### src/bp_if.sv


// one write port plus a combinational read port into a table
interface bp_table_wr_if #(
    parameter type data_t      = logic,
    parameter int  INDEX_WIDTH = 6
) ();

    logic                   we;
    logic [INDEX_WIDTH-1:0] waddr;
    data_t                  wdata;
    logic [INDEX_WIDTH-1:0] raddr;
    data_t                  rdata;

    modport writer (
        output we,
        output waddr,
        output wdata,
        output raddr,
        input  rdata
    );

    modport tbl (
        input  we,
        input  waddr,
        input  wdata,
        input  raddr,
        output rdata
    );

endinterface

### src/pred_table.sv
`timescale 1ns/1ps

module pred_table #(
    parameter type      payload_t   = logic,
    parameter payload_t INIT        = '0,
    parameter int       INDEX_WIDTH = 6
) (
    input  logic                   clk,
    input  logic                   rstn,
    input  logic [INDEX_WIDTH-1:0] rd_index,
    output payload_t               rd_data,
    bp_table_wr_if.tbl             wr
);

    localparam int DEPTH = 1 << INDEX_WIDTH;

    payload_t mem [DEPTH];

    // flops, so every slot has a known start value
    always_ff @(posedge clk or negedge rstn) begin
        if (!rstn) begin
            for (int i = 0; i < DEPTH; i++) begin
                mem[i] <= INIT;
            end
        end else if (wr.we) begin
            mem[wr.waddr] <= wr.wdata;
        end
    end

    // lookup port, old contents when a write lands on the same edge
    always_ff @(posedge clk or negedge rstn) begin
        if (!rstn) begin
            rd_data <= INIT;
        end else begin
            rd_data <= mem[rd_index];
        end
    end

    // update side reads current contents
    assign wr.rdata = mem[wr.raddr];

endmodule
### src/flat_wrapper.sv
// flat-port wrapper written by rule: the top's interface ports become plain ports
module pred_table_flat 
#(
    parameter type      payload_t   = logic,
    parameter payload_t INIT        = '0,
    parameter int       INDEX_WIDTH = 6
)
  (clk, rstn, rd_index, rd_data, wr_we, wr_waddr, wr_wdata, wr_raddr, wr_rdata);
  bp_table_wr_if #(.INDEX_WIDTH(INDEX_WIDTH)) wr_i ();
  input  logic clk;
  input  logic rstn;
  input  logic [INDEX_WIDTH-1:0] rd_index;
  output payload_t rd_data;
  input wire logic [$bits(wr_i.we)-1:0] wr_we;
  input wire logic [$bits(wr_i.waddr)-1:0] wr_waddr;
  input wire logic [$bits(wr_i.wdata)-1:0] wr_wdata;
  input wire logic [$bits(wr_i.raddr)-1:0] wr_raddr;
  output wire logic [$bits(wr_i.rdata)-1:0] wr_rdata;
  assign wr_i.we = wr_we;
  assign wr_i.waddr = wr_waddr;
  assign wr_i.wdata = wr_wdata;
  assign wr_i.raddr = wr_raddr;
  assign wr_rdata = wr_i.rdata;
  pred_table #(.payload_t(payload_t), .INIT(INIT), .INDEX_WIDTH(INDEX_WIDTH)) u_core (.clk(clk), .rstn(rstn), .rd_index(rd_index), .rd_data(rd_data), .wr(wr_i));
endmodule
### config.mk
export PLATFORM = sky130hd
export DESIGN_NAME = pred_table_flat
export DESIGN_NICKNAME = d
export VERILOG_FILES = /design/src/bp_if.sv /design/src/pred_table.sv /design/src/flat_wrapper.sv
export SDC_FILE = /design/constraint.sdc
export NUM_CORES = 1
export LEC_CHECK = 0
export BUFFER_PORTS_ARGS = -buffer_cell sky130_fd_sc_hd__buf_2
export CORE_MARGIN = 10
export CORE_UTILIZATION = 40
export CTS_CLUSTER_DIAMETER = 30
export DETAILED_ROUTE_END_ITERATION = 10
export SETUP_SLACK_MARGIN = 0.3
export SLEW_MARGIN = 20
export SYNTH_ARGS = -nofsm -noshare
export SYNTH_HDL_FRONTEND = slang
export SYNTH_SLANG_ARGS = --single-unit
### constraint.sdc
create_clock -name clk -period 5.4 [get_ports clk]
set_input_delay 1.35 -clock clk [delete_from_list [all_inputs] [get_ports clk]]
set_output_delay 1.35 -clock clk [all_outputs]
set_load 0.02 [all_outputs]
# After elaboration in Yosys (flattened, before gate mapping)
# Index checks and enable logic that the tools add are counted.
# totals
register_bits	65
latchBits	0
ramBits	0
romBits	0
inputBits	22
output_inout_bits	2
elab_cells	82
mem_count	0
# op_classes
addsub	0
n_mul	0
div	0
order_cmp	4
n_eq_ne	0
shifts	0
n_mux	9
bitwise	3
n_reduce_logical	1
# op_table
cell	n
64-bit bitwise mux	1
7-bit >= comparator (second input constant)	3
6-bit NOT with 7-bit output	3
1-bit binary-select mux with 6-bit select	2
7-bit by 1-bit less-than comparator with 1-bit output (second input constant)	1
1-bit demux with 6-bit select	1
1-bit 2-to-1 mux	5
1-bit logical AND	1

# Longest topological paths before layout
# depth
depth_word	6
ltp_mapped	7
mapped_depth_nobuf	5

# Worst setup path after synthesis
# Ideal clock, no wire load.
# synth_path
kind	input -> output
from	in wr_raddr[0]
to	out wr_rdata
arrival_ps	2774
required_ps	4050
setup_slack_ps	1276
path_stages	7
n_path_buf	2
path_cell_list	buf_6 buf_6 mux4_2 inv_1 o21ai_1 a2111oi_0 nor2_1
# synth_via
elab_chain_cells	4
# synth_lines
item	line	rtl
start: declaration	flat_wrapper.sv:17	input wire logic [$bits(wr_i.raddr)-1:0] wr_raddr;
6-bit NOT with 7-bit output (not written as such)	pred_table.sv:40	assign wr.rdata = mem[wr.raddr];
1-bit binary-select mux with 6-bit select	pred_table.sv:40	
1-bit 2-to-1 mux (not written as such) (2 in a row)	pred_table.sv:40	
end: declaration	flat_wrapper.sv:18	output wire logic [$bits(wr_i.rdata)-1:0] wr_rdata;
# No other way between the ends. The select of a mux whose other input is x is not followed.

# Final worst setup path
# Ends and elaborated chain as after synthesis.

==> qor.yml <==
run_status:
  status: "finished clean"
place:
  port_buffers: 23
  hpwl_um: 6560
  pre_cts_ws_ns: 0.669
  gp_congestion: 0.865
die:
  io_pins: 24
  rows: 35
  core_area_sq_um: 9240
  die_h_um: 118
  die_width_um: 118
  dieArea_sq_um: 13800
  start_util: 0.412
worst_setup_path:
  crit_top_cell: "buf_2"
  crit_fanout: 16
  r2r_start: "u_core.mem[45]"
  critPathLaunchType: "primary input"
  reg2regPathDepth: 4
  crit_type: "primary input to output pin"
  critPathMaxStageDelay_ns: 0.57
  reg2reg_to: "u_core.rd_data"
  crit_arrival_ns: 3.33
  r2r_slack_ns: 3.57
  endpoint_kind: "output pin"
  cp_slowest_cell: "mux4_2"
  path_cells: "buf_2 > mux4_2 > o211ai_1 > o21ai_1 > a2111oi_0 > nor2_1 > buf_2"
  cp_data_required_time_ns: 4.05
logic_synthesis:
  syn_inst: 311
  yosys.area_share.adder: 0
  ys_ff_latch: 65
  synth_warnings: 0
  synth_top_family_by_area: "multiplexers"
  async_flop_share: 1.00
  synth.largest_area_cell: "dfrtp_1"
  syn-cell-area_sq_um: 3810
  yosys-top-cells-count: "nor2_1, dfrtp_1, mux2_2"
  post-synth-top-count-cell: "nor2_1"
  synth_fp_nets: 333
  synthMuxAreaShare: 0.396
  synthFlopType: "dfrtp_1"
  synthSimpleGateAreaFrac: 0.123
  synth_xor_area_frac: 0
  synth-edff-count: 0
  synth_compound_area_frac: 0.0276
  avgSynthCellArea_sq_um: 12.2
  synth_top_area_share: 0.427
  seq_area_frac_synth: 0.427
  ys_types: 28
  synth.area.top_cells: "dfrtp_1, mux2_2, mux4_2"
global_routing:
  grt_max_degree: 65
  grt.overflow.total: 0
  grt_pass1_vias: 2803
  track_usage: 0.142
  grt_pass1_wl_um: 15700
  antenna_found_initial: 0
cells_and_area:
  final_nets: 349
  n_antenna_cell: 0
  area_growth_pct: 9.10
  fill_cells: 880
  drive_above_1_share: 0.401
timing:
  post-route-period-util: 0.866
  setup_violations: 0
  fmax_mhz: 214
  report.final.slew_viol_count: 0
  whs_ns: 0.530
  hold_violations: 0
  slew_headroom: 0.325
  worst_slack_ns: 0.723
  tightest_slew_ns: 1.01
  fin_crit_ns: 4.68
  clock_skew_ns: 0.00868
  rsz0062_at_grt: "false"
  tns_ns: 0
worst_hold_path:
  hold_path_end: "u_core.mem[15]"
  hold_path_depth: 1
  hp-class: "flop to flop"
  min_from: "u_core.mem[15]"
clocking:
  cts_tree: "built"
  htreeDepth: 3
  cts.clk_slew.worst_paths_ns: 0.07
  post_cts_buffers: 0
  hold_buffers: 0
  cts_root_buffer: "clkbuf_8"
  clock_path_buffers: 2
  clk_latency_ns: 0.35
  cts_resized: 0
  cts_buffers: 9
  clock_sinks: 65
job:
  maxCapViolCount: 0
drt:
  drtPass1Iterations: 4
  postRouteAntennaNets: 0
  wl_um: 9440
  drcViolationCount: 0
  dr_total_vias: 2608
  wl_per_cell_um: 20.5
  via_per_inst: 5.66
  drt_iter0_markers: 203
power:
  leakage_nw: 1.75
  p_per_area_nw_per_um2: 281
  ir_worst_vdd_mv: 0.109
  seqPwrFrac: 0.514
  power.switching_mw: 0.325
  comb_power_share: 0.190
  clkPwrFrac: 0.296
  fin_total_pwr_mw: 1.17
  switching_share: 0.278
  p_int_mw: 0.843
-- power groups by stage --
stage / logic, mW / registers, mW / clock network, mW
after global placement: 0.219 / 0.607 / 0
after CTS: 0.224 / 0.601 / 0.356
after global routing: 0.244 / 0.610 / 0.378
final: 0.222 / 0.601 / 0.346
after floorplan: 0.170 / 0.590 / 0
after detailed placement: 0.224 / 0.611 / 0
-- worst max-delay path, delay by kind of cell --
kind / cells / cell delay (ns)
multiplexers: 1 / 0.57
AO/OA/AOI/OAI: 3 / 0.68
buffers and inverters: 2 / 0.61
AND/OR/NAND/NOR: 1 / 0.11
-- layer usage --
metal  track usage  part of all wire  up-vias
met5             0                 0        -
met4        0.0471             0.012        0
met3        0.0403             0.053       12
met2         0.211              0.46       66
met1         0.193              0.47     1350
li1              -                 -     1180
-- stage by stage --
stage / std cells / instance area [sq um] / utilization
floorplan: 311 / 3810 / -
global placement: 445 / 4000 / 0.432
detailed placement: 445 / 4000 / 0.432
CTS: 461 / 4150 / 0.449
global route: 461 / 4150 / 0.450
finish: 461 / 4150 / 0.450
-- placed cells by master (no fill, tap or decap), types with 3 or more instances in the layout --
cell type | netlist | layout
nor2_1 | 70 | 70
mux2_2 | 65 | 65
dfrtp_1 | 65 | 65
mux4_2 | 30 | 30
buf_2 | 1 | 22
nand3_1 | 12 | 12
nand2_1 | 10 | 10
clkbuf_8 | 0 | 9
nor2b_1 | 7 | 7
nand3b_1 | 4 | 4
a21oi_1 | 4 | 4
clkinv_2 | 0 | 4
mux4_1 | 3 | 3
a22oi_1 | 3 | 3
clkbuf_1 | 14 | 3
-- layout make-up --
type,instances,area (sq um),share of cell area
repair buffers,24,125,0.0301
well taps,129,161,0.0389
clock buffers,12,135,0.0325
inverters,2,7.51,0.00181
flip-flops and latches,65,1630,0.392
multi-input cells,225,2080,0.500
clock inverters,4,20.0,0.00482
-- how the worst max path moves through the flow --
stage,from,endpoint,slack (ns)
2_1_floorplan,wr_raddr[0],wr_rdata,1.28
3_3_place_gp,wr_raddr[0],wr_rdata,0.71
3_5_place_dp,wr_raddr[0],wr_rdata,0.67
4_1_cts,wr_raddr[0],wr_rdata,0.67
5_1_grt,wr_raddr[0],wr_rdata,0.52
6_report,wr_raddr[0],wr_rdata,0.72
-- registers in the layout, indices dropped and copies added, names as in the netlist --
| register | flops |
|---|---|
| u_core.mem | 64 |
| u_core.rd_data | 1 |
-- cell families (layout without fill, tap and decap cells) --
| kind of cell | Yosys count | count (layout) |
|---|---|---|
| buf+inv | 21 | 42 |
| compound gates | 17 | 17 |
| flops | 65 | 65 |
| simple gates | 108 | 108 |
| mux | 100 | 100 |
(Power assumes the default switching activity.)
