### config.mk
export PLATFORM = sky130hd
export DESIGN_NAME = bp_fetch_stage_flat
export DESIGN_NICKNAME = d
export VERILOG_FILES = /design/src/bp_isa_pkg.sv /design/src/bp_pred_pkg.sv /design/src/bp_if.sv /design/src/bp_fetch_stage.sv /design/src/flat_wrapper.sv
export SDC_FILE = /design/constraint.sdc
export NUM_CORES = 1
export LEC_CHECK = 0
export ABC_CLOCK_PERIOD_IN_PS = 800
export BUFFER_PORTS_ARGS = -buffer_cell sky130_fd_sc_hd__buf_2
export CAP_MARGIN = 20
export CORE_AREA = 2 2 80 82
export DETAILED_ROUTE_END_ITERATION = 6
export DIE_AREA = 0 0 82 84
export GPL_ROUTABILITY_DRIVEN = 0
export PLACE_DENSITY = 0.74
export SLEW_MARGIN = 0
export SYNTH_ARGS = -nofsm -noshare
export SYNTH_HDL_FRONTEND = slang
export SYNTH_SLANG_ARGS = --single-unit
### constraint.sdc
create_clock -name clk -period 0.8 [get_ports clk]
set_input_delay 0.04 -clock clk [delete_from_list [all_inputs] [get_ports clk]]
set_output_delay 0.04 -clock clk [all_outputs]
set_load 0.005 [all_outputs]
### src/bp_isa_pkg.sv
package bp_isa_pkg;

    // fetch and branch addresses
    typedef logic [31:0] addr_t;

    // fetch granule is 8 bytes, so the tag is pc[31:3]
    localparam int TAG_WIDTH = 29;

    typedef logic [TAG_WIDTH-1:0] pc_tag_t;

    // branch type as reported by the execute stage
    typedef enum logic [1:0] {
        BR_NONE     = 2'b00,
        BR_UNCOND   = 2'b01,
        BR_COND     = 2'b10,
        BR_INDIRECT = 2'b11
    } btype_e;

    // predicted kind handed back to fetch
    // 2'b11 is never produced
    typedef enum logic [1:0] {
        PK_NOT_TAKEN  = 2'b00,
        PK_UNCOND     = 2'b01,
        PK_COND_TAKEN = 2'b10
    } pkind_e;

endpackage

### src/bp_pred_pkg.sv
package bp_pred_pkg;

    import bp_isa_pkg::*;

    // one branch target table entry, full tag so no aliasing
    typedef struct packed {
        logic    valid;
        pc_tag_t tag;
        btype_e  btype;
        addr_t   target;
    } btb_entry_t;

    localparam btb_entry_t BTB_ENTRY_INIT = '{
        valid:  1'b0,
        tag:    '0,
        btype:  BR_NONE,
        target: '0
    };

    // 2-bit saturating direction counter
    // msb set means predict taken
    typedef logic [1:0] ctr_t;

    // weak not taken
    localparam ctr_t CTR_INIT = 2'b01;

    // saturation limits
    localparam ctr_t CTR_MIN = 2'b00;
    localparam ctr_t CTR_MAX = 2'b11;

endpackage

### src/bp_if.sv
`timescale 1ns/1ps

// registered lookup result, fetch side to select side
interface bp_lookup_if
    import bp_isa_pkg::*, bp_pred_pkg::*;
    ();

    logic       valid;
    pc_tag_t    pc_tag;
    addr_t      fallthrough;
    btb_entry_t entry;
    ctr_t       ctr;

    modport fetch (
        output valid,
        output pc_tag,
        output fallthrough
    );

    // registered read ports of the two tables
    modport tbl (
        output entry,
        output ctr
    );

    modport select (
        input valid,
        input pc_tag,
        input fallthrough,
        input entry,
        input ctr
    );

endinterface


### src/bp_fetch_stage.sv
`timescale 1ns/1ps

module bp_fetch_stage
    import bp_isa_pkg::*;
#(
    parameter int INDEX_WIDTH = 6
) (
    input  logic                   clk,
    input  logic                   rstn,
    input  logic                   fetch_valid,
    input  addr_t                  fetch_pc,
    bp_lookup_if.fetch             lk,
    output logic [INDEX_WIDTH-1:0] rd_index
);

    addr_t   fallthrough_next;
    pc_tag_t tag_next;

    // direct mapped, index sits just above the 8-byte granule
    assign rd_index = fetch_pc[INDEX_WIDTH+2:3];
    assign tag_next = fetch_pc[31:3];

    // upper word of a granule only has 4 bytes left
    always_comb begin
        if (fetch_pc[2]) begin
            fallthrough_next = fetch_pc + 32'd4;
        end else begin
            fallthrough_next = fetch_pc + 32'd8;
        end
    end

    // strobe is one cycle wide
    always_ff @(posedge clk or negedge rstn) begin
        if (!rstn) begin
            lk.valid <= 1'b0;
        end else begin
            lk.valid <= fetch_valid;
        end
    end

    // held in step with the registered table reads
    always_ff @(posedge clk or negedge rstn) begin
        if (!rstn) begin
            lk.pc_tag      <= '0;
            lk.fallthrough <= '0;
        end else if (fetch_valid) begin
            lk.pc_tag      <= tag_next;
            lk.fallthrough <= fallthrough_next;
        end
    end

endmodule

### src/flat_wrapper.sv
// flat-port wrapper written by rule: the top's interface ports become plain ports
module bp_fetch_stage_flat import bp_isa_pkg::*;
#(
    parameter int INDEX_WIDTH = 6
)
  (clk, rstn, fetch_valid, fetch_pc, rd_index, lk_valid, lk_pc_tag, lk_fallthrough);
  bp_lookup_if lk_i ();
  input  logic clk;
  input  logic rstn;
  input  logic fetch_valid;
  input  addr_t fetch_pc;
  output logic [INDEX_WIDTH-1:0] rd_index;
  output wire logic [$bits(lk_i.valid)-1:0] lk_valid;
  output wire logic [$bits(lk_i.pc_tag)-1:0] lk_pc_tag;
  output wire logic [$bits(lk_i.fallthrough)-1:0] lk_fallthrough;
  assign lk_valid = lk_i.valid;
  assign lk_pc_tag = lk_i.pc_tag;
  assign lk_fallthrough = lk_i.fallthrough;
  bp_fetch_stage #(.INDEX_WIDTH(INDEX_WIDTH)) u_core (.clk(clk), .rstn(rstn), .fetch_valid(fetch_valid), .fetch_pc(fetch_pc), .lk(lk_i), .rd_index(rd_index));
endmodule
==> Word-level counts from Yosys, hierarchy flattened <==
Index checks and enable logic that the tools add are counted.
{ "word_totals": {"register_bits": 62, "input_bits": 35, "output_inout_bits": 68} }
{ "classes": {"add_sub_neg": 2, "mux": 1} }
{ "op_table": {"columns": ["cell", "n"], "rows": [
  ["32-bit by 3-bit adder with 32-bit output (second input constant)", 1],
  ["32-bit by 4-bit adder with 32-bit output (second input constant)", 1],
  ["32-bit 2-to-1 mux", 1]
]} }

==> Depth between registers and ports, before layout <==
{ "depth": {"word_depth": 2, "mapped_depth": 6} }

==> Least setup slack after synthesis <==
OpenSTA, ideal clock, no wires.
{ "synth_path": {"path_type": "input port to flip-flop", "from": "in fetch_pc[19]", "to": "reg u_core.lk.fallthrough[28]", "arrival_ps": 1445, "stages": 5, "setup_time_ps": 82, "n_path_buf": 1, "slack_ps": -727, "path_cell_list": "nand4_2 > or4_4 > buf_6 > or4_1 > a31oi_1"} }
{ "synth_between": {"elab_chain_cells": 2, "elab_cells_between_ends": 3, "cone_classes": "add/sub (2); mux (1)"} }
{ "synth_lines": {"columns": ["element", "line_no", "rtl"], "rows": [
  ["start, declared", "flat_wrapper.sv:11", "input addr_t fetch_pc;"],
  ["32-bit by 4-bit adder with 32-bit output or 32-bit by 3-bit adder with 32-bit output (tied branches)", "bp_fetch_stage.sv:28, bp_fetch_stage.sv:26", null],
  ["32-bit 2-to-1 mux (*)", "bp_fetch_stage.sv:25", "if (fetch_pc[2]) begin"],
  ["end signal, assigned", "bp_fetch_stage.sv:48", "lk.fallthrough <= fallthrough_next;"],
  ["end, declared", "bp_if.sv:17", "output fallthrough"]
]} }
Mark *: on every way between the ends. The rest lies on a longest branch, timed or not.
A chain may end at the register's enable or synchronous reset.

==> Final worst setup path <==
{ "layout_path": {"from": "in fetch_pc[22]", "to": "reg u_core.lk.fallthrough[31]"} }
Same word-level chain as after synthesis.

==> results.sh <==
export IMPL_synth_area_mm2=0.00287
export IMPL_synthCells=259
export IMPL_firstDrtPassIters=4
export IMPL_min_period_ns=1.29
export IMPL_timing_setup_tns_ns=-10.27
export IMPL_antenna_cells=0
export IMPL_nets=484
export IMPL_powerDensity_mw_per_mm2=1630
export IMPL_grt_pass1_vias=2877
export IMPL_route_detailed_drc=0
export IMPL_path_buf_inv=1
export IMPL_layout_commonest_cell="buf_2"
export IMPL_final_util_pct=78.8
export IMPL_overflow=0
export IMPL_clk_latency_ns=0.33
export IMPL_final_layout_size_suffix_gt1_share_pct=62.7
export IMPL_routed_via_density=5.55
export IMPL_finalSetupViolCount=78
export IMPL_postRouteWirelength_um=9020
export IMPL_die_area_mm2=0.00689
export IMPL_grt_use_total_pct=25.4
export IMPL_port_buffers=101
export IMPL_outcome="finished with violations"
export IMPL_final_cell_mix="buf_2 (85), buf_4 (74), dfrtp_1 (61)"
export IMPL_ios=103
export IMPL_rsz0062_at_grt="yes"
export IMPL_synthesis_nets=295
export IMPL_grt_met1_usage_pct=29.3
export IMPL_yosysTopAreaCell="dfrtp_1"
export IMPL_crit_type="input port to register"
export IMPL_place_inst=471
export IMPL_cpPeakStageDelay_ns=0.60
export IMPL_fin_skew_ns=0
export IMPL_cts_tree="yes"
export IMPL_fin_cells=528
export IMPL_hold_viol=0
export IMPL_grt_util_met3_pct=5.74
export IMPL_grt_busiest_layer="met2"
export IMPL_min_to="u_core.lk.fallthrough[15]"
export IMPL_dp_hpwl_um=5180
export IMPL_r2r_start="u_core.lk.fallthrough[19]"
export IMPL_synth_area_top_cells="dfrtp_1 (53%), mux2_2 (12%), nor2_1 (3.9%)"
export IMPL_cts_buffer_depth=2
export IMPL_grt_pass1_wl_um=13400
export IMPL_antenna_found_initial=0
export IMPL_hp_start="fetch_pc[15]"
export IMPL_final_max_slew_viol_count=0
export IMPL_ir_drop_mv=1.49
export IMPL_num_vias=2928
export IMPL_timing_rr_end="u_core.lk.fallthrough[19]"
export IMPL_root_buffer="clkbuf_8"
export IMPL_ys_ff_latch=61
export IMPL_cp_cell_sequence="buf_8 -> nand4_4 -> or4_4 -> or4_1 -> a31oi_1"
export IMPL_violations="negative setup slack"
export IMPL_cp_end_kind="register"
export IMPL_reg2regPathDepth=3
export IMPL_syn_area_per_cell_um2=11.1
export IMPL_area_growth_pct=67.2
export IMPL_dieHeight_um=84
export IMPL_worstPathMaxFanout=6
export IMPL_ys_seq_area_share_pct=53.2
export IMPL_ant_nets=0
export IMPL_fmax_mhz=777
export IMPL_cp_slowest_cell="or4_4"
export IMPL_path_delay_family="simple AND/OR/NAND/NOR gates"
export IMPL_die_w_um=82
export IMPL_rrSetupSlack_ns=-0.08
export IMPL_hold_depth=3
export IMPL_cts_htree_levels=3
export IMPL_period_share_pct=161
export IMPL_worst_ep_arrival_time_ns=1.54
export IMPL_use_met2_pct=43.5
export IMPL_startpoint_type="input port"
export IMPL_yosys_warnings=0
export IMPL_path_clk_slew_ns=0.07
export IMPL_leakagePower_nw=2.18
export IMPL_grt_max_degree=62
export IMPL_power_w=0.00782
export IMPL_crit_required_ns=1.05
export IMPL_cap_violations=0
export IMPL_tritoncts_num_buffers=9
export IMPL_ys_types=34
export IMPL_synth_top_area_share_pct=53.2
export IMPL_rows=29
export IMPL_hp_class="input port to register"
export IMPL_dp_slack_ns=-0.887
export IMPL_wl_per_cell_um=17.1
export IMPL_setup_slack_ns=-0.487
export IMPL_core_area_mm2=0.00610
export IMPL_final_fill_count=382
export IMPL_drt_first_iter_violations=147
export IMPL_start_util_pct=47.1
export IMPL_cts_sinks=61
per-stage QoR:
stage,instance area [um2],hold slack (ns)
after detailed placement,3870,0.0793
after global placement,3870,0.0729
final,4800,0.0103
after floorplan,3000,-0.256
after global routing,4800,0.0275
after CTS,4520,-0.00765
report_power, final:
part | internal, W | switching (W) | leakage [nW]
Clock | 0.00142 | 0.00117 | 0.0974
Sequential | 0.00338 | 0.000153 | 0.699
Combinational | 0.000931 | 0.000755 | 1.38
Total | 0.00574 | 0.00208 | 2.18
cell type report:
type	count	area (um2)	area share, %
clock inverters	1	5.00	0.104
multi-input cells	171	1510	31.4
repair buffers	198	1460	30.4
clock buffers	13	179	3.73
inverters	7	26.3	0.547
flip-flops and latches	61	1530	31.8
well taps	77	96.3	2.01
flip-flops by register name, summed over array words and instances, names as in the netlist:
signal and count:
u_core.lk.valid 1, u_core.lk.pc_tag 29, u_core.lk.fallthrough 31
worst register-to-register path: stages (launching register included):
cell	delay, ns
dfrtp_1	0.39
buf_4	0.13
nor2_1	0.15
a31oi_2	0.07
cell usage after synthesis:
cell type,instances
dlygate4sd3_1,1
xor2_1,2
nand4_1,3
nor2_1,30
or4_2,1
a21oi_1,13
a211oi_1,1
nand3_1,7
or3_2,3
and3_1,1
or4_4,1
nand2_1,9
or3_1,3
o21ai_0,4
buf_2,2
a31oi_1,14
and4_1,1
buf_4,7
a21o_1,1
nor3_1,2
clkbuf_1,5
or4_1,10
dfrtp_1,61
buf_1,3
mux2_2,31
or2_2,2
buf_6,3
nand4_2,2
conb_1,1
nor4_1,4
ha_1,1
o31ai_1,11
inv_1,7
xnor2_1,12
worst max path at each step:
stage | startpoint | slack [ns] | end | cells after the start
after global routing | fetch_pc[22] | -0.53 | u_core.lk.fallthrough[31] | 5
final | fetch_pc[22] | -0.49 | u_core.lk.fallthrough[31] | 5
after floorplan | fetch_pc[19] | -0.69 | u_core.lk.fallthrough[28] | 5
after CTS | fetch_pc[3] | -0.43 | u_core.lk.fallthrough[29] | 7
after detailed placement | fetch_pc[15] | -0.89 | u_core.lk.fallthrough[26] | 5
after global placement | fetch_pc[15] | -0.83 | u_core.lk.fallthrough[31] | 5
metal layers:
metal | routed length, um | vias to the layer above
met3 | 679 | 30
met5 | 0 | -
met1 | 3300 | 1453
met4 | 348 | 0
met2 | 4700 | 141
li1 | - | 1304
cell families after synthesis:
group	after synthesis	share of synthesized area, %
AOI/OAI and AO/OA	44	9.41
DFF	61	53.2
and+or+nand+nor	79	14.8
other	1	0.131
buffers and inverters	28	5.66
muxes	31	12.2
xor gates and xnor gates	14	4.27
adders and majority gates	1	0.436
repair_timing:
action                     CTS  global route
setup endpoints to repair   79            81
setup buffers               26            13
resized for setup           51            44
cloned                       1             0
pin swaps                   27            23
hold buffers                 6             0
hold endpoints to repair    68             0
No activity file was read; power rests on OpenSTA's default activity.
