## src/bp_isa_pkg.sv

```systemverilog
package bp_isa_pkg;

    // fetch and branch addresses
    typedef logic [31:0] addr_t;

    // fetch granule is 8 bytes, so the tag is pc[31:3]
    localparam int TAG_WIDTH = 29;

    typedef logic [TAG_WIDTH-1:0] pc_tag_t;

    // branch type as reported by the execute stage
    typedef enum logic [1:0] {
        BR_NONE     = 2'b00,
        BR_UNCOND   = 2'b01,
        BR_COND     = 2'b10,
        BR_INDIRECT = 2'b11
    } btype_e;

    // predicted kind handed back to fetch
    // 2'b11 is never produced
    typedef enum logic [1:0] {
        PK_NOT_TAKEN  = 2'b00,
        PK_UNCOND     = 2'b01,
        PK_COND_TAKEN = 2'b10
    } pkind_e;

endpackage

```

## src/bp_pred_pkg.sv

```systemverilog
package bp_pred_pkg;

    import bp_isa_pkg::*;

    // one branch target table entry, full tag so no aliasing
    typedef struct packed {
        logic    valid;
        pc_tag_t tag;
        btype_e  btype;
        addr_t   target;
    } btb_entry_t;

    localparam btb_entry_t BTB_ENTRY_INIT = '{
        valid:  1'b0,
        tag:    '0,
        btype:  BR_NONE,
        target: '0
    };

    // 2-bit saturating direction counter
    // msb set means predict taken
    typedef logic [1:0] ctr_t;

    // weak not taken
    localparam ctr_t CTR_INIT = 2'b01;

    // saturation limits
    localparam ctr_t CTR_MIN = 2'b00;
    localparam ctr_t CTR_MAX = 2'b11;

endpackage

```

## src/bp_if.sv

```systemverilog
`timescale 1ns/1ps

// registered lookup result, fetch side to select side
interface bp_lookup_if
    import bp_isa_pkg::*, bp_pred_pkg::*;
    ();

    logic       valid;
    pc_tag_t    pc_tag;
    addr_t      fallthrough;
    btb_entry_t entry;
    ctr_t       ctr;

    modport fetch (
        output valid,
        output pc_tag,
        output fallthrough
    );

    // registered read ports of the two tables
    modport tbl (
        output entry,
        output ctr
    );

    modport select (
        input valid,
        input pc_tag,
        input fallthrough,
        input entry,
        input ctr
    );

endinterface


```

## src/bp_predict_select.sv

```systemverilog
`timescale 1ns/1ps

module bp_predict_select
    import bp_isa_pkg::*;
#(
    parameter int INDEX_WIDTH = 6
) (
    input  logic        clk,
    input  logic        rstn,
    bp_lookup_if.select lk,
    input  logic        mispredict,
    output logic        pred_valid,
    output addr_t       pred_pc,
    output pkind_e      pred_taken,
    output logic [31:0] stat_lookups,
    output logic [31:0] stat_mispredicts
);

    logic hit;
    logic ctr_taken;

    // full tag compare, index bits included
    assign hit       = lk.entry.valid && (lk.entry.tag == lk.pc_tag);
    assign ctr_taken = lk.ctr[1];

    always_comb begin
        pred_taken = PK_NOT_TAKEN;
        if (hit) begin
            case (lk.entry.btype)
                BR_UNCOND,
                BR_INDIRECT: pred_taken = PK_UNCOND;
                BR_COND: begin
                    if (ctr_taken) begin
                        pred_taken = PK_COND_TAKEN;
                    end
                end
                default: pred_taken = PK_NOT_TAKEN;
            endcase
        end
    end

    assign pred_valid = lk.valid;
    assign pred_pc    = (pred_taken != PK_NOT_TAKEN) ? lk.entry.target : lk.fallthrough;

    // lookups counted as they leave the pipeline
    always_ff @(posedge clk or negedge rstn) begin
        if (!rstn) begin
            stat_lookups <= '0;
        end else if (lk.valid) begin
            stat_lookups <= stat_lookups + 32'd1;
        end
    end

    always_ff @(posedge clk or negedge rstn) begin
        if (!rstn) begin
            stat_mispredicts <= '0;
        end else if (mispredict) begin
            stat_mispredicts <= stat_mispredicts + 32'd1;
        end
    end

    // index width is fixed upstream, tag compare covers it
    initial begin
        if (INDEX_WIDTH < 1 || INDEX_WIDTH > 29) begin
            $error("INDEX_WIDTH out of range");
        end
    end

endmodule

```

## src/flat_wrapper.sv

```systemverilog
// flat-port wrapper written by rule: the top's interface ports become plain ports
module bp_predict_select_flat import bp_isa_pkg::*;
#(
    parameter int INDEX_WIDTH = 6
)
  (clk, rstn, mispredict, pred_valid, pred_pc, pred_taken, stat_lookups, stat_mispredicts, lk_valid, lk_pc_tag, lk_fallthrough, lk_entry, lk_ctr);
  bp_lookup_if lk_i ();
  input  logic clk;
  input  logic rstn;
  input  logic mispredict;
  output logic pred_valid;
  output addr_t pred_pc;
  output pkind_e pred_taken;
  output logic [31:0] stat_lookups;
  output logic [31:0] stat_mispredicts;
  input wire logic [$bits(lk_i.valid)-1:0] lk_valid;
  input wire logic [$bits(lk_i.pc_tag)-1:0] lk_pc_tag;
  input wire logic [$bits(lk_i.fallthrough)-1:0] lk_fallthrough;
  input wire logic [$bits(lk_i.entry)-1:0] lk_entry;
  input wire logic [$bits(lk_i.ctr)-1:0] lk_ctr;
  assign lk_i.valid = lk_valid;
  assign lk_i.pc_tag = lk_pc_tag;
  assign lk_i.fallthrough = lk_fallthrough;
  assign lk_i.entry = lk_entry;
  assign lk_i.ctr = lk_ctr;
  bp_predict_select #(.INDEX_WIDTH(INDEX_WIDTH)) u_core (.clk(clk), .rstn(rstn), .lk(lk_i), .mispredict(mispredict), .pred_valid(pred_valid), .pred_pc(pred_pc), .pred_taken(pred_taken), .stat_lookups(stat_lookups), .stat_mispredicts(stat_mispredicts));
endmodule
```

## config.mk

```make
export PLATFORM = sky130hd
export DESIGN_NAME = bp_predict_select_flat
export DESIGN_NICKNAME = d
export VERILOG_FILES = /design/src/bp_isa_pkg.sv /design/src/bp_pred_pkg.sv /design/src/bp_if.sv /design/src/bp_predict_select.sv /design/src/flat_wrapper.sv
export SDC_FILE = /design/constraint.sdc
export NUM_CORES = 1
export LEC_CHECK = 0
export ABC_CLOCK_PERIOD_IN_PS = 4100
export BUFFER_PORTS_ARGS = -buffer_cell sky130_fd_sc_hd__buf_2
export CORE_MARGIN = 3
export CORE_UTILIZATION = 43
export CTS_CLUSTER_SIZE = 25
export DETAILED_ROUTE_END_ITERATION = 10
export PLACE_DENSITY = 0.86
export SYNTH_ARGS = -nofsm -noshare
export SYNTH_HDL_FRONTEND = slang
export SYNTH_SLANG_ARGS = --single-unit
```

## constraint.sdc

```tcl
create_clock -name clk -period 4.1 [get_ports clk]
set_input_delay 1.23 -clock clk [delete_from_list [all_inputs] [get_ports clk]]
set_output_delay 1.23 -clock clk [all_outputs]
set_load 0.01 [all_outputs]
```

### Yosys cells after proc, flatten, opt, wreduce, memory -nomap -nowiden

Index checks and enable logic that the tools add are counted.

| storage, ports and cells | value |
|---|---|
| bits in registers | 64 |
| input port bits | 131 |
| output and inout port bits | 99 |
| logic and storage cells | 15 |

| cells by class | value |
|---|---|
| add/subtract/negate cells | 2 |
| eq/ne operators | 4 |
| muxes and demuxes | 4 |
| reductions and logical operators | 3 |

Operators with widths:

| cell | count |
|---|---|
| $add 32x1->32 const B | 2 |
| $mux 32 | 1 |
| $eq 29x29->1 | 1 |
| $eq 2x2->1 const B | 2 |
| $mux 2 | 2 |
| $pmux 2 s2 | 1 |
| $eq 2x1->1 const B | 1 |
| $reduce_bool 2->1 | 1 |
| $reduce_or 2->1 | 1 |
| $logic_and 1x1->1 | 1 |

### Depth between registers and ports, before layout

Gate-level depths: netlist of run 1.

| logic depth | value |
|---|---|
| word-level depth | 6 |
| gate-level depth with buffers | 7 |
| mapped depth without buffers | 5 |

### Worst setup path after synthesis of run 1

Ideal clock, no wire load.

| timing | value |
|---|---|
| kind | input to output |
| from | in lk_entry[48] |
| to | out pred_pc[10] |
| data arrival time | 2708 ps |
| data required time | 2870 ps |
| slack | 162 ps |
| stages | 6 |
| buffers on the path | 1 |
| path through | nor2b_1 a2111o_1 nor4b_2 nand4_2 buf_6 mux2_4 |

| on the way | value |
|---|---|
| word-level cells in the longest chain between the ends | 5 |

Ends and longest elaborated chain:

| element | RTL line | RTL |
|---|---|---|
| start: declaration | flat_wrapper.sv:19 | `input wire logic [$bits(lk_i.entry)-1:0] lk_entry;` |
| $eq 29x29->1 | bp_predict_select.sv:23 | `assign hit = lk.entry.valid && (lk.entry.tag == lk.pc_tag);` |
| $logic_and 1x1->1 | bp_predict_select.sv:23 |  |
| $mux 2 | bp_predict_select.sv:28 | `if (hit) begin` |
| $reduce_bool 2->1 | bp_predict_select.sv:43 | `assign pred_pc = (pred_taken != PK_NOT_TAKEN) ? lk.entry.target : lk.fallthrough;` |
| $mux 32 | bp_predict_select.sv:43 |  |
| end: declaration | flat_wrapper.sv:12 | `output addr_t pred_pc;` |

No other way between the ends.

### Worst setup path in the final report of run 1

| timing | value |
|---|---|
| from | in lk_entry[48] |
| to | out pred_pc[29] |

The elaborated chain is that of the path after synthesis.

==> impl_results.md, run 1 <==
- Number of enable flip-flop cells after synthesis: 0
- Status: complete, but fails checks
- Clock period minus final worst setup slack: 4270 ps
- Class of the most critical hold timing path: reg2reg
- Die height: 98.6 um
- Number of library cell types mapped by synthesis: 29
- Filler cell count in the final layout: 637
- Routed Wire Length: 11600 um
- Synth Flop Type: sky130_fd_sc_hd__dfrtp_1
- Cell internal pwr: 1300 uW
- Number of flip-flops and latches in the synthesized netlist: 64
- Share of the core filled with cells in the final layout: 65.4%
- Maximum frequency from static timing analysis: 234 MHz
- Maximum number of buffers from clock root to sink: 2
- Maximum number of pins on one net before global-route repair: 38
- Vias: 3452
- Remaining DRCs: 0
- Combinational fraction of design power: 21.9%
- Worst Path Buf+Inv: 3
- Final cycle utilization of the critical path: 104%
- Synthesized net count: 464
- Power density of the placed cells: 336 mW/mm^2
- Nets: 700
- Clock tree root buffer cell: sky130_fd_sc_hd__clkbuf_8
- Antenna violations before repair: 0
- Total of buffers placed on input and output ports: 228
- Floorplan die width: 98.6 um
- Sequential share of the synthesized area: 43.4%
- Die outline area: 0.00972 mm^2
- First-iteration detailed-routing DRC count: 104
- Crit. End Element: primary output
- Total number of yosys warnings: 0
- Num CTS Buffers: 9
- Final estimated routing congestion in global placement: 0.821
- CTS tree: built
- First-pass GRT wire length: 17700 um
- Slowest cell on the critical path: sky130_fd_sc_hd__a2111o_1
- Number of core rows: 33
- Peak VDD IR: 0.452 mV
- Worst-case hold slack: 467 ps
- Failing checks: negative setup slack
- Clock Power Share: 34.9%
- Count of pins over their slew limit: 0
- Routed WL per cell: 17.1 um
- Mean number of vias per cell: 5.10
- Worst clock skew: 11.0 ps
- Share of power burned in registers: 43.2%
- Vias in the first global route: 3438
- Kind of cell with the highest combined delay on the critical path: simple AND/OR/NAND/NOR gates
- Post-cts hold buffer count: 0
- CTS H-Tree Depth: 3
- Detailed-router iteration count before antenna repair: 4
- RSZ-0062 raised after global routing: yes
- Top-Level Pins: 230
- Grt total ovfl: 0
- Dpl hpwl: 9030 um
- Clock transition at path regs: 80 ps
- Clock Sink Count: 64
- Crit path launch type: input pin
- Starting utilization of the core area: 44.6%
- CP peak stage delay: 440 ps
- Number of violations of the max-capacitance limit: 0
- Type of the worst setup path: in2out
- Layout cell share with drive strength beyond 1: 50.2%
- Latest clock arrival within the worst-skew pair: 340 ps
- Arrival time at the worst endpoint: 3040 ps
- Switch share: 28.5%
- Number of instances in the synthesized netlist: 331
- Mean instance size in the synthesized netlist: 11.1 um^2
- Core region area: 0.00826 mm^2
- Count of endpoints failing hold in the final timing report: 0
- Transition time at the pin with the least slew margin: 806 ps
- Relative slew slack: 46.3%
- Cell area after synthesis: 0.00369 mm^2
- Area Overhead vs Synth: 46.4%
- Crit path setup slack, layout: -171 ps
- Series of cell instances along the critical path: buf_6, nor2b_4, a2111o_1, nor4b_4, nand4_2, buf_12, mux2_4, buf_2
- Biggest fanout along the worst timing path: 25
- Antenna Diode Count: 0
- All-Layer GR Usage: 23.1%
- Leakage power: 0.00296 uW
- Detail Route Antenna Nets: 0
- Worst endpoint required time: 2870 ps
- Switching component of the power: 517 uW
- Count of final setup violators: 32
- Share of flip-flops with an asynchronous set or reset: 100%
## metal layers
metal	track usage [%]	wire length, um	vias to the layer above
met4	10.1	368	0
met5	0	0	-
li1	-	-	1626
met3	5.94	843	31
met1	26.2	4260	1645
met2	41.0	6090	150
## kinds of logic after synthesis
family,after synthesis,share of synthesized area (%)
simple gates,127,19.2
xor+xnor,83,19.7
flops,64,43.4
mux,34,13.4
buf+inv,15,2.24
compound gates,6,1.29
fa+ha+maj,2,0.679
## cell usage in the layout, fill, tap and decap left out, drive strengths merged
master / n
inv: 9
nand2: 25
nand3: 22
nor4: 3
xnor2: 64
clkinv: 1
and4: 8
nand4: 23
clkbuf: 11
a2111o: 1
nor2b: 5
mux2: 34
and2: 4
buf: 233
bufinv: 2
a21oi: 1
o22ai: 2
and3: 15
ha: 2
a222oi: 1
o2111ai: 1
nor4b: 1
nor2: 14
nor3: 3
xor2: 19
nand2b: 4
dfrtp: 64
## power groups by stage
stage                     registers, uW  logic (uW)  clock network, uW
after floorplan                     810         157                  0
after global placement              788         364                  0
after detailed placement            793         373                  0
after CTS                           782         396                648
after global routing                796         432                679
final                               783         397                634
## stage by stage
step / instances / total power, uW / TNS, ps / area (um^2) / worst slack, ps
floorplan: 331 / 967 / 0 / 3690 / 162
global placement: 660 / 1150 / -2360 / 4940 / -111
detailed placement: 660 / 1170 / -4410 / 4940 / -176
CTS: 677 / 1830 / -3880 / 5380 / -153
global route: 677 / 1910 / -6780 / 5400 / -249
finish: 677 / 1810 / -4450 / 5400 / -171
## registers in the layout (all words and copies together), names as in the netlist
| name | cells |
|---|---|
| u_core.stat_lookups | 32 |
| u_core.stat_mispredicts | 32 |
## what timing repair did
action / 4_1_cts / 5_1_grt
setup endpoints to repair: 32 / 33
setup buffers: 1 / 0
hold endpoints to repair: 0 / 0
resized for setup: 36 / 2
pin swaps: 0 / 0
## worst paths after layout
path / slack [ps] / to / startpoint / depth (start not counted)
setup reg to reg: 2140 / u_core.stat_mispredicts[22] / u_core.stat_mispredicts[8] / 5
min in group asynchronous: 970 / u_core.stat_mispredicts[28] / rstn / 1
max in group asynchronous: 2260 / u_core.stat_lookups[19] / rstn / 2
hold / removal: 470 / u_core.stat_mispredicts[31] / u_core.stat_mispredicts[31] / 1
hold reg to reg: 470 / u_core.stat_mispredicts[31] / u_core.stat_mispredicts[31] / 1
setup / recovery: -170 / pred_pc[29] / lk_entry[48] / 8
## cell type report
type | count | area [um^2] | area share, %
Inverter | 7 | 26.3 | 0.487
Timing Repair Buffer | 233 | 1380 | 25.6
Clock inverter | 5 | 86.3 | 1.60
Sequential cell | 64 | 1600 | 29.7
Tap cell | 105 | 131 | 2.43
Multi-Input combinational cell | 252 | 2020 | 37.4
Clock buffer | 11 | 151 | 2.80
## Yosys cell counts, types with 4 or more instances
cell	number	area share [%]
sky130_fd_sc_hd__inv_1	7	0.71
sky130_fd_sc_hd__nor2_1	14	1.4
sky130_fd_sc_hd__and3_1	15	2.5
sky130_fd_sc_hd__nor2b_1	5	0.85
sky130_fd_sc_hd__nand2b_1	4	0.68
sky130_fd_sc_hd__dfrtp_1	64	43
sky130_fd_sc_hd__nand2_1	25	2.5
sky130_fd_sc_hd__xnor2_1	64	15
sky130_fd_sc_hd__nand3_1	22	3.0
sky130_fd_sc_hd__and4_1	8	1.9
sky130_fd_sc_hd__nand4_1	22	3.7
sky130_fd_sc_hd__clkbuf_1	4	0.41
sky130_fd_sc_hd__mux2_4	30	12
sky130_fd_sc_hd__and2_1	4	0.68
sky130_fd_sc_hd__mux2_2	4	1.2
sky130_fd_sc_hd__xor2_1	19	4.5
(Power assumes the default switching activity.)
==> run 2: changes to the inputs <==
- BUFFER_PORTS_ARGS: -buffer_cell sky130_fd_sc_hd__buf_2 -> -buffer_cell sky130_fd_sc_hd__buf_4
- GPL_TIMING_DRIVEN: not set -> 0
==> run 2 against run 1 <==
  * The flow still finishes with violations (negative setup slack)
  * Final area up 10%
  * Fmax rose by 0.77%
  * Via count rose by 1.2%
  * Combinational power increased by 18%
  * Worst hold slack improved by 11 ps
  * Clock-buffer cell count down 1
  * Wire length is 6.5% higher
  * Global-route usage up 1.6 points
  * Register-to-register slack got worse by 60 ps
  * Power fell by 0.23%
==> impl_results.md, run 2 (synthesis results as in run 1) <==
- Final cycle utilization of the critical path: 103% (-0.80 points)
- Clock tree root buffer cell: sky130_fd_sc_hd__clkbuf_8
- Top-Level Pins: 230 (unchanged)
- CTS tree: built
- Total of buffers placed on input and output ports: 227 (-0.44%)
- Final estimated routing congestion in global placement: 0.800 (-2.6%)
- Crit path launch type: input pin
- CP peak stage delay: 410 ps (-30 ps)
- Register-to-Register Path Depth: 5 (unchanged)
- Worst clock skew: 10.0 ps (-1.00 ps)
- Area Overhead vs Synth: 61.1%
- Type of the worst setup path: in2out
- Routed Wire Length: 12300 um (+6.5%)
- Starting utilization of the core area: 44.6% (unchanged)
- Most frequent standard cell in the layout excluding fill and tap cells: sky130_fd_sc_hd__buf_4
- Status: complete, but fails checks
- Registers with the highest flip-flop counts: u_core.stat_lookups x32, u_core.stat_mispredicts x32
- Final Power: 1810 uW (-0.23%)
- Transition time at the pin with the least slew margin: 784 ps (-22.6 ps)
- Mean number of vias per cell: 5.10 (about the same)
- Antenna Diode Count: 0 (unchanged)
- Die outline area: 0.00972 mm^2 (unchanged)
- Clock Sink Count: 64 (unchanged)
- Nets: 708 (+1.1%)
- Antenna violations before repair: 0 (unchanged)
- Peak VDD IR: 0.394 mV (-13%)
- CTS H-Tree Depth: 3 (unchanged)
- Routed WL per cell: 18.0 um (+5.2%)
- Num CTS Buffers: 9 (unchanged)
- Power density of the placed cells: 305 mW/mm^2 (-9.3%)
- Maximum frequency from static timing analysis: 236 MHz (+0.77%)
- Floorplan die width: 98.6 um (unchanged)
- Worst endpoint required time: 2870 ps (about the same)
- Maximum number of buffers from clock root to sink: 2 (unchanged)
- Number of core rows: 33 (unchanged)
- Remaining DRCs: 0 (unchanged)
- Filler cell count in the final layout: 604 (-5.2%)
- WP depth: 9 (+1)
- Slowest cell on the critical path: sky130_fd_sc_hd__a2111o_1
- Inst Count DP: 663 (+0.45%)
- Share of the core filled with cells in the final layout: 71.9% (+6.6 points)
- Vias: 3492 (+1.2%)
- Crit path setup slack, layout: -139 ps (+32.6 ps)
- Layout cell share with drive strength beyond 1: 50.3% (+0.17 points)
- Detail Route Antenna Nets: 0 (unchanged)
- RSZ-0062 raised after global routing: yes
- Detailed-router iteration count before antenna repair: 4 (unchanged)
- Count of final setup violators: 32 (unchanged)
- Biggest fanout along the worst timing path: 10 (-60%)
- Highest-count cells in the layout ignoring fill and taps: 204 x sky130_fd_sc_hd__buf_4, 64 x sky130_fd_sc_hd__xnor2_1, 64 x sky130_fd_sc_hd__dfrtp_1
- Hold Path Cell Cnt: 1 (unchanged)
- Most repeated library cell on the critical path: sky130_fd_sc_hd__buf_6
- Latest clock arrival within the worst-skew pair: 340 ps (about the same)
- Relative slew slack: 47.8% (+1.5 points)
- Maximum number of pins on one net before global-route repair: 65 (+71%)
- Count of endpoints failing hold in the final timing report: 0 (unchanged)
- All-Layer GR Usage: 24.7% (+1.6 points)
- Final std cells w/o fill: 685 (+1.2%)
- Dpl hpwl: 9830 um (+8.9%)
- Count of pins over their slew limit: 0 (unchanged)
- Leakage power: 0.00310 uW (+4.5%)
- First-iteration detailed-routing DRC count: 132 (+27%)
- Kind of cell with the highest combined delay on the critical path: buffers and inverters
- Arrival time at the worst endpoint: 3010 ps (-30 ps)
- Class of the most critical hold timing path: reg2reg
- Failing checks: negative setup slack
- Worst Path Buf+Inv: 4 (+1)
- Clock period minus final worst setup slack: 4240 ps (-32.6 ps)
- Grt total ovfl: 0 (unchanged)
- Crit. End Element: primary output
- Series of cell instances along the critical path: buf_6, nor2b_4, a2111o_1, nor4b_2, nand4_2, buf_6, buf_12, mux2_4, buf_6
- Clock transition at path regs: 70 ps (about the same)
- Number of violations of the max-capacitance limit: 0 (unchanged)
- First-pass GRT wire length: 19000 um (+7.4%)
- Vias in the first global route: 3700 (+7.6%)
- Setup Slack @ Placement: -350 ps (-174 ps)
- Die height: 98.6 um (unchanged)
- Core region area: 0.00826 mm^2 (unchanged)
## run 2: changes by cell type in the layout (fill, tap and decap cells not counted), moves of 2 or more
cell                         delta
sky130_fd_sc_hd__buf_4        +201
sky130_fd_sc_hd__buf_12         +2
sky130_fd_sc_hd__clkbuf_1       +4
sky130_fd_sc_hd__buf_6          -2
sky130_fd_sc_hd__buf_2        -198
sky130_fd_sc_hd__clkinvlp_4     +2
## run 2: path summary, 6_finish.rpt
| kind | startpoint | slack (ps) | endpoint |
|---|---|---|---|
| max | lk_entry[48] | -140 | pred_pc[19] |
| min | u_core.stat_lookups[31] | 480 | u_core.stat_lookups[31] |
| max reg2reg | u_core.stat_mispredicts[8] | 2080 | u_core.stat_mispredicts[30] |
| min reg2reg | u_core.stat_lookups[31] | 480 | u_core.stat_lookups[31] |
| max in group asynchronous | rstn | 2610 | u_core.stat_lookups[3] |
| min in group asynchronous | rstn | 970 | u_core.stat_mispredicts[31] |
## run 2: stage by stage
stage               setup TNS, ps  cell area, um^2  hold slack [ps]
finish                      -3880             5940              477
global route                -7000             5940              492
CTS                         -3490             5900              478
detailed placement          -9830             5520              466
global placement            -8830             5520              461
floorplan                       0             3690              504
## run 2: report_power, final
part	internal (uW)	total (uW)	switching [uW]
Sequential	696	792	95.8
Combinational	287	467	180
Clock	299	551	252
Total	1280	1810	527
## run 2: area by class of cell
class | instances | area, um^2 | area share (%)
sequential | 64 | 1600 | 27.0
tap | 105 | 131 | 2.21
timing repair buffer | 233 | 1880 | 31.6
buffer | 8 | 82.6 | 1.39
inverter | 7 | 26.3 | 0.442
clock inverter | 6 | 67.6 | 1.14
multi-input combinational | 252 | 2020 | 34.0
clock buffer | 10 | 138 | 2.32
## run 2: worst reg2reg max path, cell delays in order (launching register included)
cell                      delay, ps
sky130_fd_sc_hd__dfrtp_1        450
sky130_fd_sc_hd__nand4_1        200
sky130_fd_sc_hd__nor4_2         600
sky130_fd_sc_hd__nand4_1        330
sky130_fd_sc_hd__nor2_1         200
sky130_fd_sc_hd__xor2_1         170
## run 2: timing repair
item,in CTS,in global routing
endpoints found under the setup margin,32,32
cloned,1,1
gates resized for setup,32,8
pin swaps,1,0
setup buffers,4,1
hold buffers,0,0
## run 2: per-layer routing
metal	part of all wire (%)	GRT usage [%]
met2	54	44.8
met4	1.8	6.72
met3	5.4	4.74
met1	39	30.0
met5	0	0
==> run 3: changes to the inputs <==
- CELL_PAD_IN_SITES_DETAIL_PLACEMENT: not set -> 1
- CELL_PAD_IN_SITES_GLOBAL_PLACEMENT: not set -> 2
- CORE_UTILIZATION: 43 -> 24
- CTS_CLUSTER_DIAMETER: not set -> 150
- PLACE_DENSITY: 0.86 -> 0.85
==> run 3 against run 2 <==
  * The run still ends with negative setup slack left
  * Clock power increased by 47%
  * Register-to-register slack better by 20 ps
  * Final area is 2.0% higher
  * Worst hold slack worse by 4.3 ps
  * Sequential power barely moved
  * Critical path depth did not move
  * Flip-flop and latch count did not move
  * Critical endpoint is now pred_pc[13]
==> impl_results.md, run 3 (synthesis results as in run 1) <==
- Status: complete, but fails checks
- Failing checks: negative setup slack
- Vias: 3444 (-1.4%)
- CP peak stage delay: 410 ps (about the same)
- Share of power burned in registers: 38.4% (-5.3 points)
- Wire length on met1: 5540 um (+15%)
- Arrival time at the worst endpoint: 3130 ps (+120 ps)
- Starting utilization of the core area: 25.0% (-20 points)
- Number of core rows: 44 (+33%)
- Count of endpoints failing hold in the final timing report: 0 (unchanged)
- Crit. End Element: primary output
- Dpl hpwl: 11700 um (+19%)
- Relative slew slack: 44.4% (-3.4 points)
- Terminus of the critical flop-to-flop path: u_core.stat_mispredicts[22]
- Maximum frequency from static timing analysis: 229 MHz (-2.8%)
- Biggest fanout along the worst timing path: 10 (unchanged)
- First-iteration detailed-routing DRC count: 118 (-11%)
- Switching component of the power: 536 uW (+1.7%)
- Vias in the first global route: 3796 (+2.6%)
- Hold Path End: u_core.stat_mispredicts[31]
- Series of cell instances along the critical path: buf_8, nor2b_4, a2111o_1, nor4b_2, nand4_2, buf_6, buf_6, mux2_4, buf_4
- Top-Level Pins: 230 (unchanged)
- Number of violations of the max-capacitance limit: 0 (unchanged)
- Latest clock arrival within the worst-skew pair: 320 ps (-20 ps)
- Remaining DRCs: 0 (unchanged)
- Maximum number of pins on one net before global-route repair: 65 (unchanged)
- Summed area of non-filler cells in the final layout: 0.00606 mm^2 (+2.0%)
- Combinational fraction of design power: 22.4% (-3.4 points)
- Core region area: 0.0148 mm^2 (+79%)
- Detailed-router iteration count before antenna repair: 4 (unchanged)
- Total of buffers placed on input and output ports: 227 (unchanged)
- Registers with the highest flip-flop counts: u_core.stat_lookups x32, u_core.stat_mispredicts x32
- Clock period minus final worst setup slack: 4360 ps (+122 ps)
- Maximum number of buffers from clock root to sink: 2 (unchanged)
- Count of pins over their slew limit: 0 (unchanged)
- Uppermost metal layer occupied by signal nets: met4
- Reg2Reg Launch Point: u_core.stat_mispredicts[8]
- Worst endpoint required time: 2870 ps (about the same)
- All-Layer GR Usage: 16.5% (-8.2 points)
- Worst clock skew: 5.86 ps (-4.14 ps)
- Post-cts hold buffer count: 0 (unchanged)
- Area Overhead vs Synth: 64.4%
- RSZ-0062 raised after global routing: yes
- Detail Route Antenna Nets: 0 (unchanged)
- Num CTS Buffers: 9 (unchanged)
- Final estimated routing congestion in global placement: 0.790 (-1.2%)
- Routed WL per cell: 18.4 um (+2.5%)
- Nets: 707 (-0.14%)
- Critical hold path startpoint: u_core.stat_mispredicts[31]
- Antenna violations before repair: 0 (unchanged)
- Most repeated library cell on the critical path: sky130_fd_sc_hd__buf_6
- Layout cell share with drive strength beyond 1: 49.9% (-0.43 points)
- Transition time at the pin with the least slew margin: 834 ps (+50.7 ps)
- First-pass GRT wire length: 21200 um (+12%)
- Final cycle utilization of the critical path: 106% (+3.0 points)
- Antenna Diode Count: 0 (unchanged)
- Hold Path Cell Cnt: 1 (unchanged)
- Count of final setup violators: 32 (unchanged)
- Slowest cell on the critical path: sky130_fd_sc_hd__a2111o_1
- Mean number of vias per cell: 4.51 (-11%)
- Die outline area: 0.0169 mm^2 (+74%)
- Worst-case hold slack: 473 ps (-4.33 ps)
- Peak VDD IR: 0.191 mV (-51%)
- Clock transition at path regs: 50 ps (-20 ps)
- Highest-count cells in the layout ignoring fill and taps: 223 x sky130_fd_sc_hd__buf_4, 64 x sky130_fd_sc_hd__xnor2_1, 64 x sky130_fd_sc_hd__dfrtp_1
- Grt total ovfl: 0 (unchanged)
- Met2 wire len: 7560 um (+15%)
- Clock Power Share: 39.2% (+8.8 points)
- Floorplan die width: 130 um (+32%)
- Power density of the placed cells: 341 mW/mm^2 (+12%)
- Clock Sink Count: 64 (unchanged)
- Crit path setup slack, layout: -260 ps (-122 ps)
- Post-place instance area: 0.00562 mm^2 (+1.8%)
- Most frequent standard cell in the layout excluding fill and tap cells: sky130_fd_sc_hd__buf_4
- Cell internal pwr: 1530 uW (+19%)
- Switch share: 26.0% (-3.1 points)
- Type of the worst setup path: in2out
- Clock tree root buffer cell: sky130_fd_sc_hd__clkbuf_16
- Worst R2R Setup Slack: 2100 ps (+20 ps)
- Routed met3 length: 779 um (+17%)
- CTS H-Tree Depth: 3 (unchanged)
- Leakage power: 0.00311 uW (+0.50%)
- Die height: 130 um (+32%)
- Register-to-Register Path Depth: 5 (unchanged)
- Routed Wire Length: 14100 um (+14%)
- Class of the most critical hold timing path: reg2reg
- CTS tree: built
- Crit path launch type: input pin
run 3: metrics by stage:
step                power (uW)  setup WS [ps]  TNS (ps)  utilization, %  cells
floorplan                  967            162         0               -    331
global placement          1240           -285     -7470            38.1    742
finish                    2060           -260     -7110            41.1    763
detailed placement        1260           -348     -9430            38.1    742
CTS                       2100           -239     -6920            41.0    763
global route              2180           -318     -9030            41.1    763
run 3: routing by layer:
metal	track usage [%]	vias up
met4	3.18	0
li1	-	1643
met5	0	-
met2	30.1	84
met1	19.5	1702
met3	4.79	15
run 3: worst max path at each step:
stage | to | depth (start not counted) | slack (ps) | start
2_1_floorplan | pred_pc[10] | 6 | 160 | lk_entry[48]
3_3_place_gp | pred_pc[3] | 8 | -290 | lk_entry[48]
3_5_place_dp | pred_pc[9] | 8 | -350 | lk_entry[48]
4_1_cts | pred_pc[13] | 9 | -240 | lk_entry[48]
5_1_grt | pred_pc[13] | 9 | -320 | lk_entry[48]
6_report | pred_pc[13] | 9 | -260 | lk_entry[48]
run 3: cell type report:
class,instances,area (um^2)
fill,1672,8700
tap,184,230
clock buffer,13,250
multi-input combinational,252,2030
inverter,7,26.3
timing repair buffer,233,1810
clock inverter,3,65.1
sequential,64,1600
buffer,7,45.0
run 3: timing repair:
| action | 4_1_cts | 5_1_grt |
|---|---|---|
| cloned | 1 | 0 |
| endpoints found under the setup margin | 32 | 33 |
| setup buffers | 4 | 2 |
| resized for setup | 14 | 5 |
| pin swaps | 1 | 4 |
run 3: power by group through the flow:
| stage | registers [uW] | logic (uW) | clock network [uW] |
|---|---|---|---|
| 4_1_cts | 794 | 469 | 834 |
| 3_3_place_gp | 795 | 446 | 0 |
| 5_1_grt | 806 | 508 | 864 |
| 2_1_floorplan | 810 | 157 | 0 |
| 6_report | 792 | 462 | 809 |
| 3_5_place_dp | 802 | 460 | 0 |
run 3: worst max-delay path, delay by kind of cell:
family / cells / cell delay [ps]
AOI/OAI and AO/OA: 1 / 410
buffers and inverters: 4 / 590
muxes: 1 / 310
and+or+nand+nor: 3 / 580
